**config.mk**
```make
export PLATFORM = sky130hd
export DESIGN_NAME = man_rx_top
export DESIGN_NICKNAME = d
export VERILOG_FILES = /design/src/man_pkg.sv /design/src/man_axil_regs.sv /design/src/man_frame_deser.sv /design/src/man_line_decoder.sv /design/src/man_rx_fifo.sv /design/src/man_rx_top.sv
export SDC_FILE = /design/constraint.sdc
export NUM_CORES = 1
export LEC_CHECK = 0
export BUFFER_PORTS_ARGS = -buffer_cell sky130_fd_sc_hd__clkbuf_2
export CORE_UTILIZATION = 59
export DETAILED_ROUTE_END_ITERATION = 10
export PLACE_DENSITY = 0.92
export SLEW_MARGIN = 0
export SYNTH_ARGS = -nofsm -noshare
export SYNTH_HDL_FRONTEND = slang
export SYNTH_HIERARCHICAL = 1
export SYNTH_SLANG_ARGS = --single-unit
```
**constraint.sdc**
```tcl
create_clock -name clk -period 4 [get_ports clk]
set_input_delay 0.2 -clock clk [delete_from_list [all_inputs] [get_ports clk]]
set_output_delay 0.2 -clock clk [all_outputs]
set_load 0.03 [all_outputs]
```
**src/man_pkg.sv**
```systemverilog
// shared types for the Manchester receiver; AXI4-Lite addresses are 4 bits wide, so only three registers decode
package man_pkg;

    typedef struct packed {
        logic valid;
        logic value;
        logic idle;
    } man_bit_t;

    typedef struct packed {
        logic       valid;
        logic [7:0] data;
        logic       last;   // final byte of a frame
    } man_byte_t;

    // bit 9 overflow and bit 10 trunc_err are write-1-to-clear
    typedef struct packed {
        logic [11:0] reserved;
        logic        in_frame;
        logic [7:0]  frame_cnt;
        logic        trunc_err;
        logic        overflow;
        logic        empty;
        logic [7:0]  fifo_count;
    } man_status_t;

    typedef struct packed {
        logic        awvalid;
        logic [3:0]  awaddr;
        logic        wvalid;
        logic [31:0] wdata;
        logic [3:0]  wstrb;
        logic        bready;
        logic        arvalid;
        logic [3:0]  araddr;
        logic        rready;
    } axil_req_t;

    typedef struct packed {
        logic        awready;
        logic        wready;
        logic        bvalid;
        logic [1:0]  bresp;
        logic        arready;
        logic        rvalid;
        logic [31:0] rdata;
        logic [1:0]  rresp;
    } axil_rsp_t;

    localparam logic [3:0] REG_DATA   = 4'h0;
    localparam logic [3:0] REG_STATUS = 4'h4;
    localparam logic [3:0] REG_CTRL   = 4'h8;

    localparam logic [7:0] SYNC_BYTE = 8'hD5;

    localparam logic [1:0] RESP_OKAY   = 2'b00;
    localparam logic [1:0] RESP_SLVERR = 2'b10;

endpackage

```
**src/man_axil_regs.sv**
```systemverilog
// AXI4-Lite slave with 4-bit addresses, one outstanding read and one outstanding write; AW and W must arrive together
module man_axil_regs (
    input  logic               clk,
    input  logic               rst_n,
    input  man_pkg::axil_req_t axil_req,
    output man_pkg::axil_rsp_t axil_rsp,
    input  logic [7:0]         head,
    input  logic [7:0]         count,
    input  logic               overflow,
    input  logic [7:0]         frame_cnt,
    input  logic               in_frame,
    input  logic               trunc_pulse,
    output logic               pop,
    output logic               clr_overflow,
    output logic               enable
);

    import man_pkg::*;

    logic        bvalid;
    logic        rvalid;
    logic [1:0]  bresp;
    logic [1:0]  rresp;
    logic [31:0] rdata;
    logic        trunc_err;
    logic        wr_fire;
    logic        rd_fire;
    logic        sts_wr;
    logic [1:0]  wr_resp;
    logic [1:0]  rd_resp;
    logic [31:0] rd_word;
    man_status_t status;

    assign wr_fire      = axil_req.awvalid && axil_req.wvalid && !bvalid;
    assign rd_fire      = axil_req.arvalid && !rvalid;
    assign sts_wr       = wr_fire && (axil_req.awaddr == REG_STATUS) && axil_req.wstrb[1];
    assign clr_overflow = sts_wr && axil_req.wdata[9];
    // empty FIFO reads pop nothing
    assign pop          = rd_fire && (axil_req.araddr == REG_DATA) && (count != 8'd0);

    always_comb begin
        status            = '0;
        status.fifo_count = count;
        status.empty      = (count == 8'd0);
        status.overflow   = overflow;
        status.trunc_err  = trunc_err;
        status.frame_cnt  = frame_cnt;
        status.in_frame   = in_frame;
    end

    always_comb begin
        rd_word = '0;
        rd_resp = RESP_OKAY;
        case (axil_req.araddr)
            REG_DATA: begin
                if (count != 8'd0) begin
                    rd_word = {24'd0, head};
                end else begin
                    rd_resp = RESP_SLVERR;
                end
            end
            REG_STATUS: rd_word = status;
            REG_CTRL:   rd_word = {31'd0, enable};
            default:    rd_resp = RESP_SLVERR;
        endcase
    end

    // DATA is read only
    assign wr_resp = ((axil_req.awaddr == REG_STATUS) || (axil_req.awaddr == REG_CTRL)) ?
                     RESP_OKAY : RESP_SLVERR;

    always_ff @(posedge clk or negedge rst_n) begin
        if (!rst_n) begin
            bvalid    <= 1'b0;
            rvalid    <= 1'b0;
            enable    <= 1'b1;
            trunc_err <= 1'b0;
        end else begin
            if (wr_fire) begin
                bvalid <= 1'b1;
            end else if (axil_req.bready) begin
                bvalid <= 1'b0;
            end
            if (rd_fire) begin
                rvalid <= 1'b1;
            end else if (axil_req.rready) begin
                rvalid <= 1'b0;
            end
            if (wr_fire && (axil_req.awaddr == REG_CTRL) && axil_req.wstrb[0]) begin
                enable <= axil_req.wdata[0];
            end
            if (trunc_pulse) begin
                trunc_err <= 1'b1;
            end else if (sts_wr && axil_req.wdata[10]) begin
                trunc_err <= 1'b0;
            end
        end
    end

    // response payload, held while valid waits for ready
    always_ff @(posedge clk) begin
        if (wr_fire) begin
            bresp <= wr_resp;
        end
        if (rd_fire) begin
            rresp <= rd_resp;
            rdata <= rd_word;
        end
    end

    always_comb begin
        axil_rsp         = '0;
        axil_rsp.awready = wr_fire;
        axil_rsp.wready  = wr_fire;
        axil_rsp.bvalid  = bvalid;
        axil_rsp.bresp   = bresp;
        axil_rsp.arready = !rvalid;
        axil_rsp.rvalid  = rvalid;
        axil_rsp.rdata   = rdata;
        axil_rsp.rresp   = rresp;
    end

endmodule

```
**src/man_frame_deser.sv**
```systemverilog
// bytes arrive MSB first after SYNC_BYTE; each byte is held until the next bit or idle so last can be marked
module man_frame_deser (
    input  logic               clk,
    input  logic               rst_n,
    input  logic               enable,
    input  man_pkg::man_bit_t  bit_in,
    output man_pkg::man_byte_t byte_out,
    output logic [7:0]         frame_cnt,
    output logic               in_frame,
    output logic               trunc_pulse
);

    import man_pkg::*;

    logic [7:0] shreg;
    logic [7:0] shifted;
    logic [2:0] bit_cnt;      // bits of the byte in progress
    logic [7:0] held;
    logic       held_valid;
    logic       byte_done;

    assign shifted   = {shreg[6:0], bit_in.value};
    assign byte_done = enable && !bit_in.idle && bit_in.valid && in_frame && (bit_cnt == 3'd7);

    always_ff @(posedge clk) begin
        if (byte_done) begin
            held <= shifted;
        end
    end

    always_ff @(posedge clk or negedge rst_n) begin
        if (!rst_n) begin
            shreg       <= '0;
            bit_cnt     <= '0;
            held_valid  <= 1'b0;
            in_frame    <= 1'b0;
            frame_cnt   <= '0;
            trunc_pulse <= 1'b0;
            byte_out    <= '0;
        end else begin
            byte_out    <= '0;
            trunc_pulse <= 1'b0;
            if (!enable) begin
                // drop whatever was in flight, back to hunting
                shreg      <= '0;
                bit_cnt    <= '0;
                held_valid <= 1'b0;
                in_frame   <= 1'b0;
            end else if (bit_in.idle) begin
                if (in_frame) begin
                    byte_out.valid <= held_valid;
                    byte_out.data  <= held;
                    byte_out.last  <= held_valid;
                    frame_cnt      <= frame_cnt + 8'd1;
                    trunc_pulse    <= (bit_cnt != 3'd0);   // partial byte
                end
                shreg      <= '0;
                bit_cnt    <= '0;
                held_valid <= 1'b0;
                in_frame   <= 1'b0;
            end else if (bit_in.valid) begin
                shreg <= shifted;
                if (!in_frame) begin
                    if (shifted == SYNC_BYTE) begin
                        in_frame <= 1'b1;
                        bit_cnt  <= '0;
                    end
                end else begin
                    if (held_valid) begin
                        // more bits follow, so the held byte is not last
                        byte_out.valid <= 1'b1;
                        byte_out.data  <= held;
                        held_valid     <= 1'b0;
                    end
                    if (byte_done) begin
                        held_valid <= 1'b1;
                    end
                    bit_cnt <= bit_cnt + 3'd1;   // wraps after eight
                end
            end
        end
    end

endmodule

```
**src/man_line_decoder.sv**
```systemverilog
// line must sit at a constant level between frames; bit period within about 10 % of 2*HALF_BIT_CYCLES clocks
module man_line_decoder #(
    parameter int HALF_BIT_CYCLES = 8
) (
    input  logic              clk,
    input  logic              rst_n,
    input  logic              line,
    input  logic              enable,
    output man_pkg::man_bit_t bit_out
);

    // next mid-bit is two half-bits away, a boundary edge only one
    localparam int GATE_CYCLES = (3 * HALF_BIT_CYCLES) / 2;
    localparam int IDLE_CYCLES = 4 * HALF_BIT_CYCLES;
    localparam int CNT_W       = $clog2(IDLE_CYCLES + 1);

    logic             line_s1;
    logic             line_s2;
    logic             line_prev;
    logic             line_edge;
    logic             locked;     // a mid-bit edge was accepted recently
    logic [CNT_W-1:0] cnt;        // cycles since last accepted edge
    logic             gate_open;

    // two-flop synchronizer plus one delayed copy for edge detect
    always_ff @(posedge clk or negedge rst_n) begin
        if (!rst_n) begin
            line_s1   <= 1'b0;
            line_s2   <= 1'b0;
            line_prev <= 1'b0;
        end else begin
            line_s1   <= line;
            line_s2   <= line_s1;
            line_prev <= line_s2;
        end
    end

    assign line_edge = line_s2 ^ line_prev;
    assign gate_open = !locked || (cnt >= CNT_W'(GATE_CYCLES));

    always_ff @(posedge clk or negedge rst_n) begin
        if (!rst_n) begin
            locked  <= 1'b0;
            cnt     <= '0;
            bit_out <= '0;
        end else begin
            bit_out <= '0;
            if (!enable) begin
                locked <= 1'b0;
                cnt    <= '0;
            end else if (line_edge && gate_open) begin
                // mid-bit edge, value is the new level
                bit_out.valid <= 1'b1;
                bit_out.value <= line_s2;
                locked        <= 1'b1;
                cnt           <= '0;
            end else if (locked) begin
                if (cnt == CNT_W'(IDLE_CYCLES - 1)) begin
                    bit_out.idle <= 1'b1;   // once per quiet spell
                    locked       <= 1'b0;
                    cnt          <= '0;
                end else begin
                    cnt <= cnt + 1'b1;
                end
            end
        end
    end

endmodule

```
**src/man_rx_fifo.sv**
```systemverilog
// FIFO_DEPTH must be a power of two from 2 to 128; a push into a full FIFO is dropped and flagged
module man_rx_fifo #(
    parameter int FIFO_DEPTH = 16
) (
    input  logic               clk,
    input  logic               rst_n,
    input  man_pkg::man_byte_t push,
    input  logic               pop,
    input  logic               clr_overflow,
    output logic [7:0]         head,
    output logic [7:0]         count,
    output logic               overflow
);

    localparam int AW = $clog2(FIFO_DEPTH);

    logic [7:0]    mem [FIFO_DEPTH];
    logic [AW-1:0] wr_ptr;
    logic [AW-1:0] rd_ptr;
    logic          full;
    logic          do_push;
    logic          do_pop;

    assign full    = (count == 8'(FIFO_DEPTH));
    assign do_push = push.valid && !full;
    assign do_pop  = pop && (count != 8'd0);
    assign head    = mem[rd_ptr];

    always_ff @(posedge clk) begin
        if (do_push) begin
            mem[wr_ptr] <= push.data;
        end
    end

    always_ff @(posedge clk or negedge rst_n) begin
        if (!rst_n) begin
            wr_ptr   <= '0;
            rd_ptr   <= '0;
            count    <= '0;
            overflow <= 1'b0;
        end else begin
            if (do_push) begin
                wr_ptr <= wr_ptr + 1'b1;   // pointers wrap with depth
            end
            if (do_pop) begin
                rd_ptr <= rd_ptr + 1'b1;
            end
            count <= count + 8'(do_push) - 8'(do_pop);
            if (push.valid && full) begin
                overflow <= 1'b1;          // set beats clear
            end else if (clr_overflow) begin
                overflow <= 1'b0;
            end
        end
    end

endmodule

```
**src/man_rx_top.sv**
```systemverilog
// Manchester receiver top; line is asynchronous to clk and HALF_BIT_CYCLES must be at least 4
module man_rx_top #(
    parameter int HALF_BIT_CYCLES = 8,
    parameter int FIFO_DEPTH      = 16
) (
    input  logic               clk,
    input  logic               rst_n,
    input  logic               line,
    input  man_pkg::axil_req_t axil_req,
    output man_pkg::axil_rsp_t axil_rsp
);

    import man_pkg::*;

    man_bit_t   dec_bit;
    man_byte_t  rx_byte;
    logic [7:0] frame_cnt;
    logic       in_frame;
    logic       trunc_pulse;
    logic [7:0] fifo_head;
    logic [7:0] fifo_count;
    logic       fifo_overflow;
    logic       pop;
    logic       clr_overflow;
    logic       enable;

    man_line_decoder #(
        .HALF_BIT_CYCLES(HALF_BIT_CYCLES)
    ) u_decoder (
        .clk    (clk),
        .rst_n  (rst_n),
        .line   (line),
        .enable (enable),
        .bit_out(dec_bit)
    );

    man_frame_deser u_deser (
        .clk        (clk),
        .rst_n      (rst_n),
        .enable     (enable),
        .bit_in     (dec_bit),
        .byte_out   (rx_byte),
        .frame_cnt  (frame_cnt),
        .in_frame   (in_frame),
        .trunc_pulse(trunc_pulse)
    );

    man_rx_fifo #(
        .FIFO_DEPTH(FIFO_DEPTH)
    ) u_fifo (
        .clk         (clk),
        .rst_n       (rst_n),
        .push        (rx_byte),
        .pop         (pop),
        .clr_overflow(clr_overflow),
        .head        (fifo_head),
        .count       (fifo_count),
        .overflow    (fifo_overflow)
    );

    man_axil_regs u_regs (
        .clk         (clk),
        .rst_n       (rst_n),
        .axil_req    (axil_req),
        .axil_rsp    (axil_rsp),
        .head        (fifo_head),
        .count       (fifo_count),
        .overflow    (fifo_overflow),
        .frame_cnt   (frame_cnt),
        .in_frame    (in_frame),
        .trunc_pulse (trunc_pulse),
        .pop         (pop),
        .clr_overflow(clr_overflow),
        .enable      (enable)
    );

endmodule

```
# Yosys cells after proc, flatten, opt, wreduce, memory -nomap -nowiden
# Memory sizes are Yosys's and may differ from the RTL's.
# Index checks and enable logic that the tools add are counted.
[op_classes]
n_addsub = 7
magnitude_cmp = 1
eq_ne = 12
mux = 56
bitwise = 1
n_reduce_logical = 38
[ops]
columns = ["op", "n"]
rows = [
  ["32-bit one-hot mux with 3 select lines", 1],
  ["9-bit two-way mux", 4],
  ["1-bit two-way mux", 31],
  ["6-bit two-way mux", 4],
  ["7-bit two-way mux", 3],
  ["10-bit two-way mux", 2],
  ["1-bit logical AND", 19],
  ["3-bit two-way mux", 6],
  ["3-bit != test (second input constant)", 3],
  ["4-bit by 1-bit adder with 4-bit output (second input constant)", 2],
  ["8-bit by 1-bit adder with 8-bit output", 1],
  ["8-bit by 1-bit adder with 8-bit output (second input constant)", 1],
  ["4-bit by 3-bit equality test with 1-bit output (second input constant)", 2],
  ["4-bit equality test (second input constant)", 2],
  ["8-bit by 5-bit equality test with 1-bit output (second input constant)", 1],
  ["8-bit equality test (second input constant)", 1],
  ["8-bit logical NOT", 1],
  ["8-bit two-way mux", 1],
  ["2-bit nonzero test", 4],
  ["8-bit nonzero test", 1],
  ["8-bit by 1-bit subtractor with 8-bit output", 1],
  ["6-bit by 1-bit adder with 6-bit output (second input constant)", 1],
  ["6-bit by 5-bit equality test with 1-bit output (second input constant)", 1],
  ["6-bit by 4-bit greater-or-equal comparator with 1-bit output (second input constant)", 1],
  ["13 further kinds", 21],
]
[totals]
register_bits = 108
mem_bits_rw = 128
output_inout_bits = 41
wordCells = 144
mem_count = 1
[mem_list]
columns = ["memory", "words", "width", "read_ports", "rd_ports_with_merged_regs", "wr", "line_no", "source"]
rows = [
  ["u_fifo.mem", 16, 8, 1, 0, 1, "man_rx_fifo.sv:17", "logic [7:0] mem [FIFO_DEPTH];"],
]

# Longest topological paths before layout
# Gate-level depths: netlist of run 1.
[logic_depth]
depth_word = 10
ltp_mapped = 14

# Modules after synthesis
# Netlist of run 1, hierarchy kept.
[modules_own_cells]
columns = ["module", "n_inst", "cells_per_inst", "area_each_um2"]
rows = [
  ["man_rx_fifo", 1, 355, 6127.1],
  ["man_frame_deser", 1, 118, 1529.0],
  ["man_axil_regs", 1, 113, 1355.0],
  ["man_line_decoder", 1, 50, 599.3],
]

# Worst setup path after synthesis of run 1
# No wires, ideal clock.
[synth_timing]
path_kind = "register -> register"
from = "reg u_fifo.count[5]"
to = "reg u_fifo.count[6]"
setup_time_ns = 0.151
arrival_ns = 2.846
slack_ns = 1.003
stages_incl_launch_ff = 14
n_path_buf = 0
cell_sequence = "dfrtp_1 or4_4 nor2_4 nor4_1 a21boi_2 ha_1 inv_1 ha_1 inv_1 fa_1 nand2b_1 a21oi_1 o21a_1 o311ai_0"
[synth_between]
elab_cells_between_ends = 8
[synth_lines]
columns = ["item", "line_no", "source"]
rows = [
  ["start, declared", "man_rx_fifo.sv:11", "output logic [7:0] count,"],
  ["start signal, assigned", "man_rx_fifo.sv:48", "count <= count + 8'(do_push) - 8'(do_pop);"],
  ["8-bit nonzero test", "man_axil_regs.sv:39", "assign pop = rd_fire && (axil_req.araddr == REG_DATA) && (count != 8'd0);"],
  ["1-bit logical AND", "man_axil_regs.sv:39", ""],
  ["via pop", "man_rx_top.sv:23", "logic pop;"],
  ["1-bit logical AND", "man_rx_fifo.sv:26", "assign do_pop = pop && (count != 8'd0);"],
  ["via u_fifo.do_pop", "man_rx_fifo.sv:22", "logic do_pop;"],
  ["8-bit by 1-bit subtractor with 8-bit output", "man_rx_fifo.sv:48", ""],
]
# The timed path passes the listed nets, and every way through them passes these cells.
# A chain may end at the register's enable or synchronous reset.

# Worst setup path in the final report of run 1
# Same ends and word-level chain as after synthesis.

==> results.toml, run 1 <==
[floorplanning]
io_pins = 93
die_h_um = 129.4
core_region_area_um2 = 15890
die_area_um2 = 16750
floorplan.initialDensity_pct = 60.30
chipWidth_um = 129.4
row_count = 46

[setup_path]
setup.worst_path.class = "flip-flop to flip-flop"
crit_path_cell_trace = "or4_4 > nor2_4 > nor4_1 > a21boi_2 > ha_1 > inv_1 > ha_1 > inv_1 > fa_1 > nand2b_1 > a21oi_1 > o21a_1 > o311ai_0"
crit_path_start_kind = "flip-flop"
crit_path_max_fanout = 10
crit_path_end_kind = "flip-flop"
crit_required_ns = 4.35
timing.critical_path.slowest_cell_delay_ns = 0.59
timing.critical_path.arrival_ns = 3.80
critical-path-slowest-cell = "or4_4"

[drt]
dr_wl_cell_um = 21.58
drt_iter0_drc = 723
drt_pass1_iterations = 5
antenna_violating_nets_post_route = 0
viasPerCell = 6.138
via_count = 5665
post_route_wl_um = 19920
post-route-drc-count = 0

[power]
cellInternalPower_uw = 4149
peak_supply_drop_mv = 0.3324
reg_power_share_pct = 47.1
clkPwrFrac_pct = 36.1
netSwitchingFraction_pct = 26.52
power_density_nw_per_um2 = 528.2
power.combinational.fraction_pct = 16.8
leakagePower_uw = 0.003785
netSwitchingPower_uw = 1497

[min_path]
hold_path.class = "input port to flip-flop"

[clock_tree]
cts_inserted_buffers = 23
clock_latency_on_the_worst_skew_pair_ns = 0.50
clk_pin_slew_worst_paths_ns = 0.06
cts.htree.levels = 1
cts_tree = "yes"
postcts_resize_cnt = 0
holdBufCountCts = 6
cts_setup_buffers = 0
numClockSinks = 222
clock-root-buffer = "clkbuf_16"
clock_path_buffers = 3

[global_route]
grt_pass1_vias = 5491
grt_util_met2_pct = 41.68
top_usage_layer = "met2"
use_met1_pct = 29.09
grt.total_usage_pct = 23.78
globalRoute.totalOverflow = 0
grt_pass1_wl_um = 29680
antenna_found_initial = 0
grt_start_max_net_pins = 52
grt.met3_usage_pct = 4.666

[sta]
fin_hold_ws_ns = 0.02652
slew_worst_pin_ns = 0.9833
setup_tns_ns = 0
hold_viol = 0
timing.clock.skew_ns = 0.01592
timing.max_slew.rel_slack_pct = 34.44
final.period_utilization_pct = 86.17
final_number_of_max_transition_violations = 0
finalSetupViolations = 0
post-route-min-period_ns = 3.447
rsz0062_at_grt = "false"
worst_case_setup_margin_in_the_final_layout_ns = 0.5534
maximum_clock_frequency_ghz = 0.2901

[placed_design]
pre_cts_ws_ns = 0.6374
placed_cells = 876
port_buffers = 47
hpwl_um = 12170
place_congestion = 0.8829

[yosys]
postSynthCellCount = 634
syn_area_per_cell_um2 = 15.11
yosysWarnings = 6
mappedNetlistArea_um2 = 9579

[outcome]
run_status = "finished clean"

[layout]
post_layout_nets = 766
layout-drive-gt1-share_pct = 19.09
multi_input_comb_area_um2 = 2855
area_growth_pct = 11.59
area.sequential_um2 = 6349
fillers = 991
finalCoreUtilization_pct = 67.29
layout.cells.non_filler = 923
antenna_cells_inserted = 0

[run]
drv_cap = 0
## registers in the layout, summed over array words and instances, names as in the netlist, 3 cells and up
signal,count
u_fifo/mem,128
u_fifo/count,8
u_fifo/wr_ptr,4
u_deser/shreg,7
u_decoder/cnt,6
u_fifo/rd_ptr,4
u_deser/frame_cnt,8
u_deser/byte_out,9
u_deser/bit_cnt,3
u_regs/rdata,20
u_deser/held,8
u_decoder/bit_out,3
## cell type report
type | instances | area share, %
well taps | 216 | 2.528
clock inverters | 11 | 1.042
repair buffers | 62 | 3.512
multi-input cells | 351 | 26.71
flip-flops and latches | 222 | 59.39
inverters | 31 | 1.089
clock buffers | 30 | 5.724
## metal layers
layer  up-vias  part of all wire (%)  wire, um
met5         -                     0         0
met4         0                   4.1       808
met3        64                   6.0      1201
met2       265                    52     10330
met1      2862                    38      7574
li1       2474                     -         -
## through the flow
stage          power [uW]  area [um^2]
3_5_place_dp         3620         9906
4_1_cts              5653        10690
5_1_grt              5832        10690
6_report             5646        10690
3_3_place_gp         3560         9906
2_1_floorplan        3470         9628
## placed cells by master, fill, tap and decap left out, types with 8 or more instances in the layout
master and count:
edfxtp_1 158, dfrtp_1 62, clkbuf_2 47, mux2i_1 41, nor2_1 33, inv_1 29, nand2_1 29, clkbuf_16 23
and2_1 23, o21ai_0 22, ha_1 22, mux4_2 16, conb_1 14, nand3_1 12, xnor2_1 12, nand3b_1 11
xor2_1 10, a221oi_2 10, buf_4 8, nand4_1 8, a21oi_1 8, nor3_1 8, a22oi_1 8
## worst paths after layout
kind | from | to | slack (ns) | cells after the start
max in group asynchronous | rst_n | u_regs/enable$_DFFE_PN1P_ | 2.62 | 3
worst max-delay path | u_fifo/count[5]$_DFF_PN0_ | u_fifo/count[6]$_DFF_PN0_ | 0.55 | 13
worst min-delay path | axil_req[21] | u_regs/trunc_err$_DFFE_PN0P_ | 0.03 | 3
worst max register to register | u_fifo/count[5]$_DFF_PN0_ | u_fifo/count[6]$_DFF_PN0_ | 0.55 | 13
worst min register to register | u_decoder/line_s1$_DFF_PN0_ | u_decoder/line_s2$_DFF_PN0_ | 0.35 | 0
min in group asynchronous | rst_n | u_fifo/count[3]$_DFF_PN0_ | 0.40 | 2
## critical path, delay by kind of cell (launching register included)
family,cells,cell delay [ns]
flip-flops,1,0.42
adder cells (fa/ha/maj),3,0.89
AND/OR/NAND/NOR,4,1.08
AO/OA/AOI/OAI,4,0.76
buffers and inverters,2,0.14
## power by group through the flow
stage	Clock, uW	Sequential (uW)	Combinational, uW
final	2040	2660	950
after global placement	0	2680	875
after floorplan	0	2670	805
after CTS	2060	2660	938
after global routing	2140	2670	1020
after detailed placement	0	2700	923
Power figures use the tool's default switching activity.
==> run 2, diff against run 1 <==
--- a/config.mk
+++ b/config.mk
@@ -14,3 +14,2 @@
 export SYNTH_HDL_FRONTEND = slang
-export SYNTH_HIERARCHICAL = 1
 export SYNTH_SLANG_ARGS = --single-unit
==> constraint.sdc (replaced) <==
create_clock -name clk -period 4 [get_ports clk]
set_input_delay 0.4 -clock clk [delete_from_list [all_inputs] [get_ports clk]]
set_output_delay 0.4 -clock clk [all_outputs]
set_load 0.03 [all_outputs]
==> run 2 against run 1 <==
  * The flow now finishes with violations (DRC)
  * Hold slack worse by 0.0055 ns
  * Non-clock buffer count is 6 lower
  * Sequential power hardly changed
  * Worst setup slack got worse by 0.030 ns
  * Clock skew decreased by 0.0017 ns
  * Via count decreased by 8.2%
  * Wire length is 5.3% lower
  * Die area down 2.3%
  * Critical endpoint is now u_fifo.count[6]$_DFF_PN0_
  * Highest routed layer unchanged
==> results.toml, run 2 <==
[yosys]
synth.most_common_cell = "edfxtp_1"
post_synth_fa_ha_maj_area_fraction_pct = 3.158
syn_area_per_cell_um2 = 16.09
mappedNetlistArea_um2 = 9350
synth-seq-area-share_pct = 67.88
ys_ff_latch = 222
post_synth_main_area_contributors = "edfxtp_1 (51%), dfrtp_1 (17%), mux4_1 (5.9%)"
yosysWarnings = 0
synth_top_cell_area_share_pct = 50.74
synth_compound_gate_area_share_pct = 3.733
synth_mux_area_share_pct = 11.70
synth-xor-area-share_pct = 2.061
synth_top_family_by_area = "multiplexers"
synthArstFlopShare_pct = 28.83
synth_enable_flop_cells = 158
synth-main-ff-cell = "edfxtp_1"
postSynthCellCount = 581
synth_largest_area_cell = "edfxtp_1"
netlist-cell-type-count = 57
synth_simple_gate_area_share_pct = 7.574
commonest_cells_post_synth = "edfxtp_1 (158), dfrtp_1 (63), nor2_1 (35), nand2_1 (34), inv_1 (27)"

[layout]
layout.cells.non_filler = 861
layout-drive-gt1-share_pct = 18.62
layout.cells.most_common = "edfxtp_1"
post_layout_nets = 710
design_area_um2 = 10360
mostFrequentLayoutCells = "edfxtp_1 (158), dfrtp_1 (63), clkbuf_2 (47)"
biggestRegsByFlops = "u_fifo.mem: 128 flops, u_regs.rdata: 20 flops, u_deser.byte_out: 9 flops"
fillers = 956
area_growth_pct = 10.85
antenna_cells_inserted = 0
largest_register_by_flop_count = "u_fifo.mem"
largest_reg_flops = 128

[clock_tree]
cts_tree = "yes"
postcts_resize_cnt = 0
clock_path_buffers = 3
cts.htree.levels = 1
numClockSinks = 222
cts_inserted_buffers = 22
clock-root-buffer = "clkbuf_16"
holdBufCountCts = 0
clk_pin_slew_worst_paths_ns = 0.06
cts_setup_buffers = 0
clock_latency_on_the_worst_skew_pair_ns = 0.49

[setup_path]
timing.critical_path.arrival_ns = 3.89
crit_required_ns = 4.41
crit_path_frequent_cell = "ha_1"
setup.worst_path.class = "flip-flop to flip-flop"
critical_path.reg2reg.endpoint = "u_fifo.count[6]$_DFF_PN0_"
critical-path-slowest-cell = "nor4bb_1"
rr_worst_depth = 12
regToRegSetupSlack_ns = 0.52
crit_family = "adder cells"
crit_path_cell_trace = "inv_1 > ha_1 > nor4bb_1 > a211oi_4 > ha_1 > inv_1 > ha_1 > fa_1 > a21oi_1 > o21bai_1 > a2111oi_0 > nand3b_1"
timing.critical_path.slowest_cell_delay_ns = 0.70
crit_path_end_kind = "flip-flop"
crit_path_start_kind = "flip-flop"
crit_path_max_fanout = 5
critPathBufInv = 2
timing.rr.start = "u_fifo.count[6]$_DFF_PN0_"

[outcome]
failed_checks = "DRC"
run_status = "finished with violations"

[drt]
drt_iter0_drc = 419
drt_pass1_iterations = 9
viasPerCell = 6.043
post_route_wl_um = 18860
via_count = 5203
antenna_violating_nets_post_route = 0
dr_wl_cell_um = 21.91
post-route-drc-count = 2

[placed_design]
placed_cells = 822
hpwl_um = 11890
place_congestion = 0.8595
dpl-instance-area_um2 = 9707
port_buffers = 47

[sta]
final_number_of_max_transition_violations = 0
rsz0062_at_grt = "false"
hold_viol = 0
slew_worst_pin_ns = 0.8994
maximum_clock_frequency_ghz = 0.2876
setup_tns_ns = 0
final.period_utilization_pct = 86.92
timing.clock.skew_ns = 0.01422
timing.max_slew.rel_slack_pct = 39.97
fin_hold_ws_ns = 0.02101
post-route-min-period_ns = 3.477
finalSetupViolations = 0

[floorplanning]
row_count = 45
chipWidth_um = 127.9
core_region_area_um2 = 15310
io_pins = 93
die_area_um2 = 16360
die_h_um = 127.9
floorplan.initialDensity_pct = 61.05

[min_path]
hold_start = "line"
hold-path-cell-count = 1
min_delay_worst_endpoint = "u_decoder.line_s1$_DFF_PN0_"
hold_path.class = "input port to flip-flop"

[global_route]
grt_pass1_vias = 5345
grt_start_max_net_pins = 36
globalRoute.totalOverflow = 0
grt_pass1_wl_um = 28970
grt.total_usage_pct = 23.89
antenna_found_initial = 0

[run]
drv_cap = 0

[power]
power_density_nw_per_um2 = 523.3
peak_supply_drop_mv = 0.3451
leakagePower_uw = 0.003427
==> run 2: layer usage <==
metal / track usage (%) / up-vias / routed length, um
met5: 0 / - / 0
met4: 11.49 / 0 / 758
met3: 3.965 / 61 / 1143
met2: 40.95 / 261 / 9796
met1: 29.83 / 2625 / 7164
li1: - / 2256 / -
==> run 2: how the worst max path moves through the flow <==
stage	start	end	slack, ns	cells past startpoint
3_3_place_gp	axil_req[2]	u_fifo.count[6]$_DFF_PN0_	0.90	11
2_1_floorplan	u_fifo.count[6]$_DFF_PN0_	u_fifo.count[6]$_DFF_PN0_	1.07	13
6_report	u_fifo.count[6]$_DFF_PN0_	u_fifo.count[6]$_DFF_PN0_	0.52	12
5_1_grt	u_fifo.count[6]$_DFF_PN0_	u_fifo.count[6]$_DFF_PN0_	0.33	12
3_5_place_dp	u_fifo.count[2]$_DFF_PN0_	u_fifo.count[6]$_DFF_PN0_	0.67	12
4_1_cts	u_fifo.count[6]$_DFF_PN0_	u_fifo.count[6]$_DFF_PN0_	0.57	12
==> run 2: worst reg2reg max path: cells and delay by family (launching register included) <==
kind,cells,cell delay (ns)
AO/OA/AOI/OAI,4,0.90
adder cells (fa/ha/maj),4,1.11
buffers and inverters,2,0.15
flip-flops,1,0.41
AND/OR/NAND/NOR,2,0.86
==> run 2: cell type report <==
type / count / area, um^2 / area share, %
repair buffers: 56 / 302.8 / 2.921
multi-input cells: 306 / 2691 / 25.97
well taps: 211 / 264.0 / 2.547
clock buffers: 37 / 648.1 / 6.253
inverters: 27 / 101.3 / 0.9778
flip-flops and latches: 222 / 6347 / 61.24
clock inverters: 2 / 10.01 / 0.09657
==> run 2: cells by family (layout without fill, tap and decap cells) <==
group	count (synthesis)	in the layout
flip-flops	222	222
AND/OR/NAND/NOR	139	139
buffers and inverters	66	122
multiplexers	59	59
AO/OA/AOI/OAI	49	49
adder cells (fa/ha/maj)	23	23
XOR/XNOR	22	22
other	1	14
==> run 2: report_power, final <==
group / total [uW] / internal, uW / switching (uW)
Sequential: 2650 / 2530 / 114
Clock: 1900 / 1100 / 800
Combinational: 878 / 352 / 526
Total: 5420 / 3980 / 1440
==> run 2: metrics by stage <==
| stage | utilization [%] | total power (uW) | setup slack [ns] |
|---|---|---|---|
| after floorplan | - | 3357 | 1.071 |
| after global placement | 63.38 | 3443 | 0.8966 |
| after detailed placement | 63.38 | 3511 | 0.6700 |
| after CTS | 67.68 | 5416 | 0.5739 |
| after global routing | 67.68 | 5593 | 0.3332 |
| final | 67.68 | 5423 | 0.5233 |
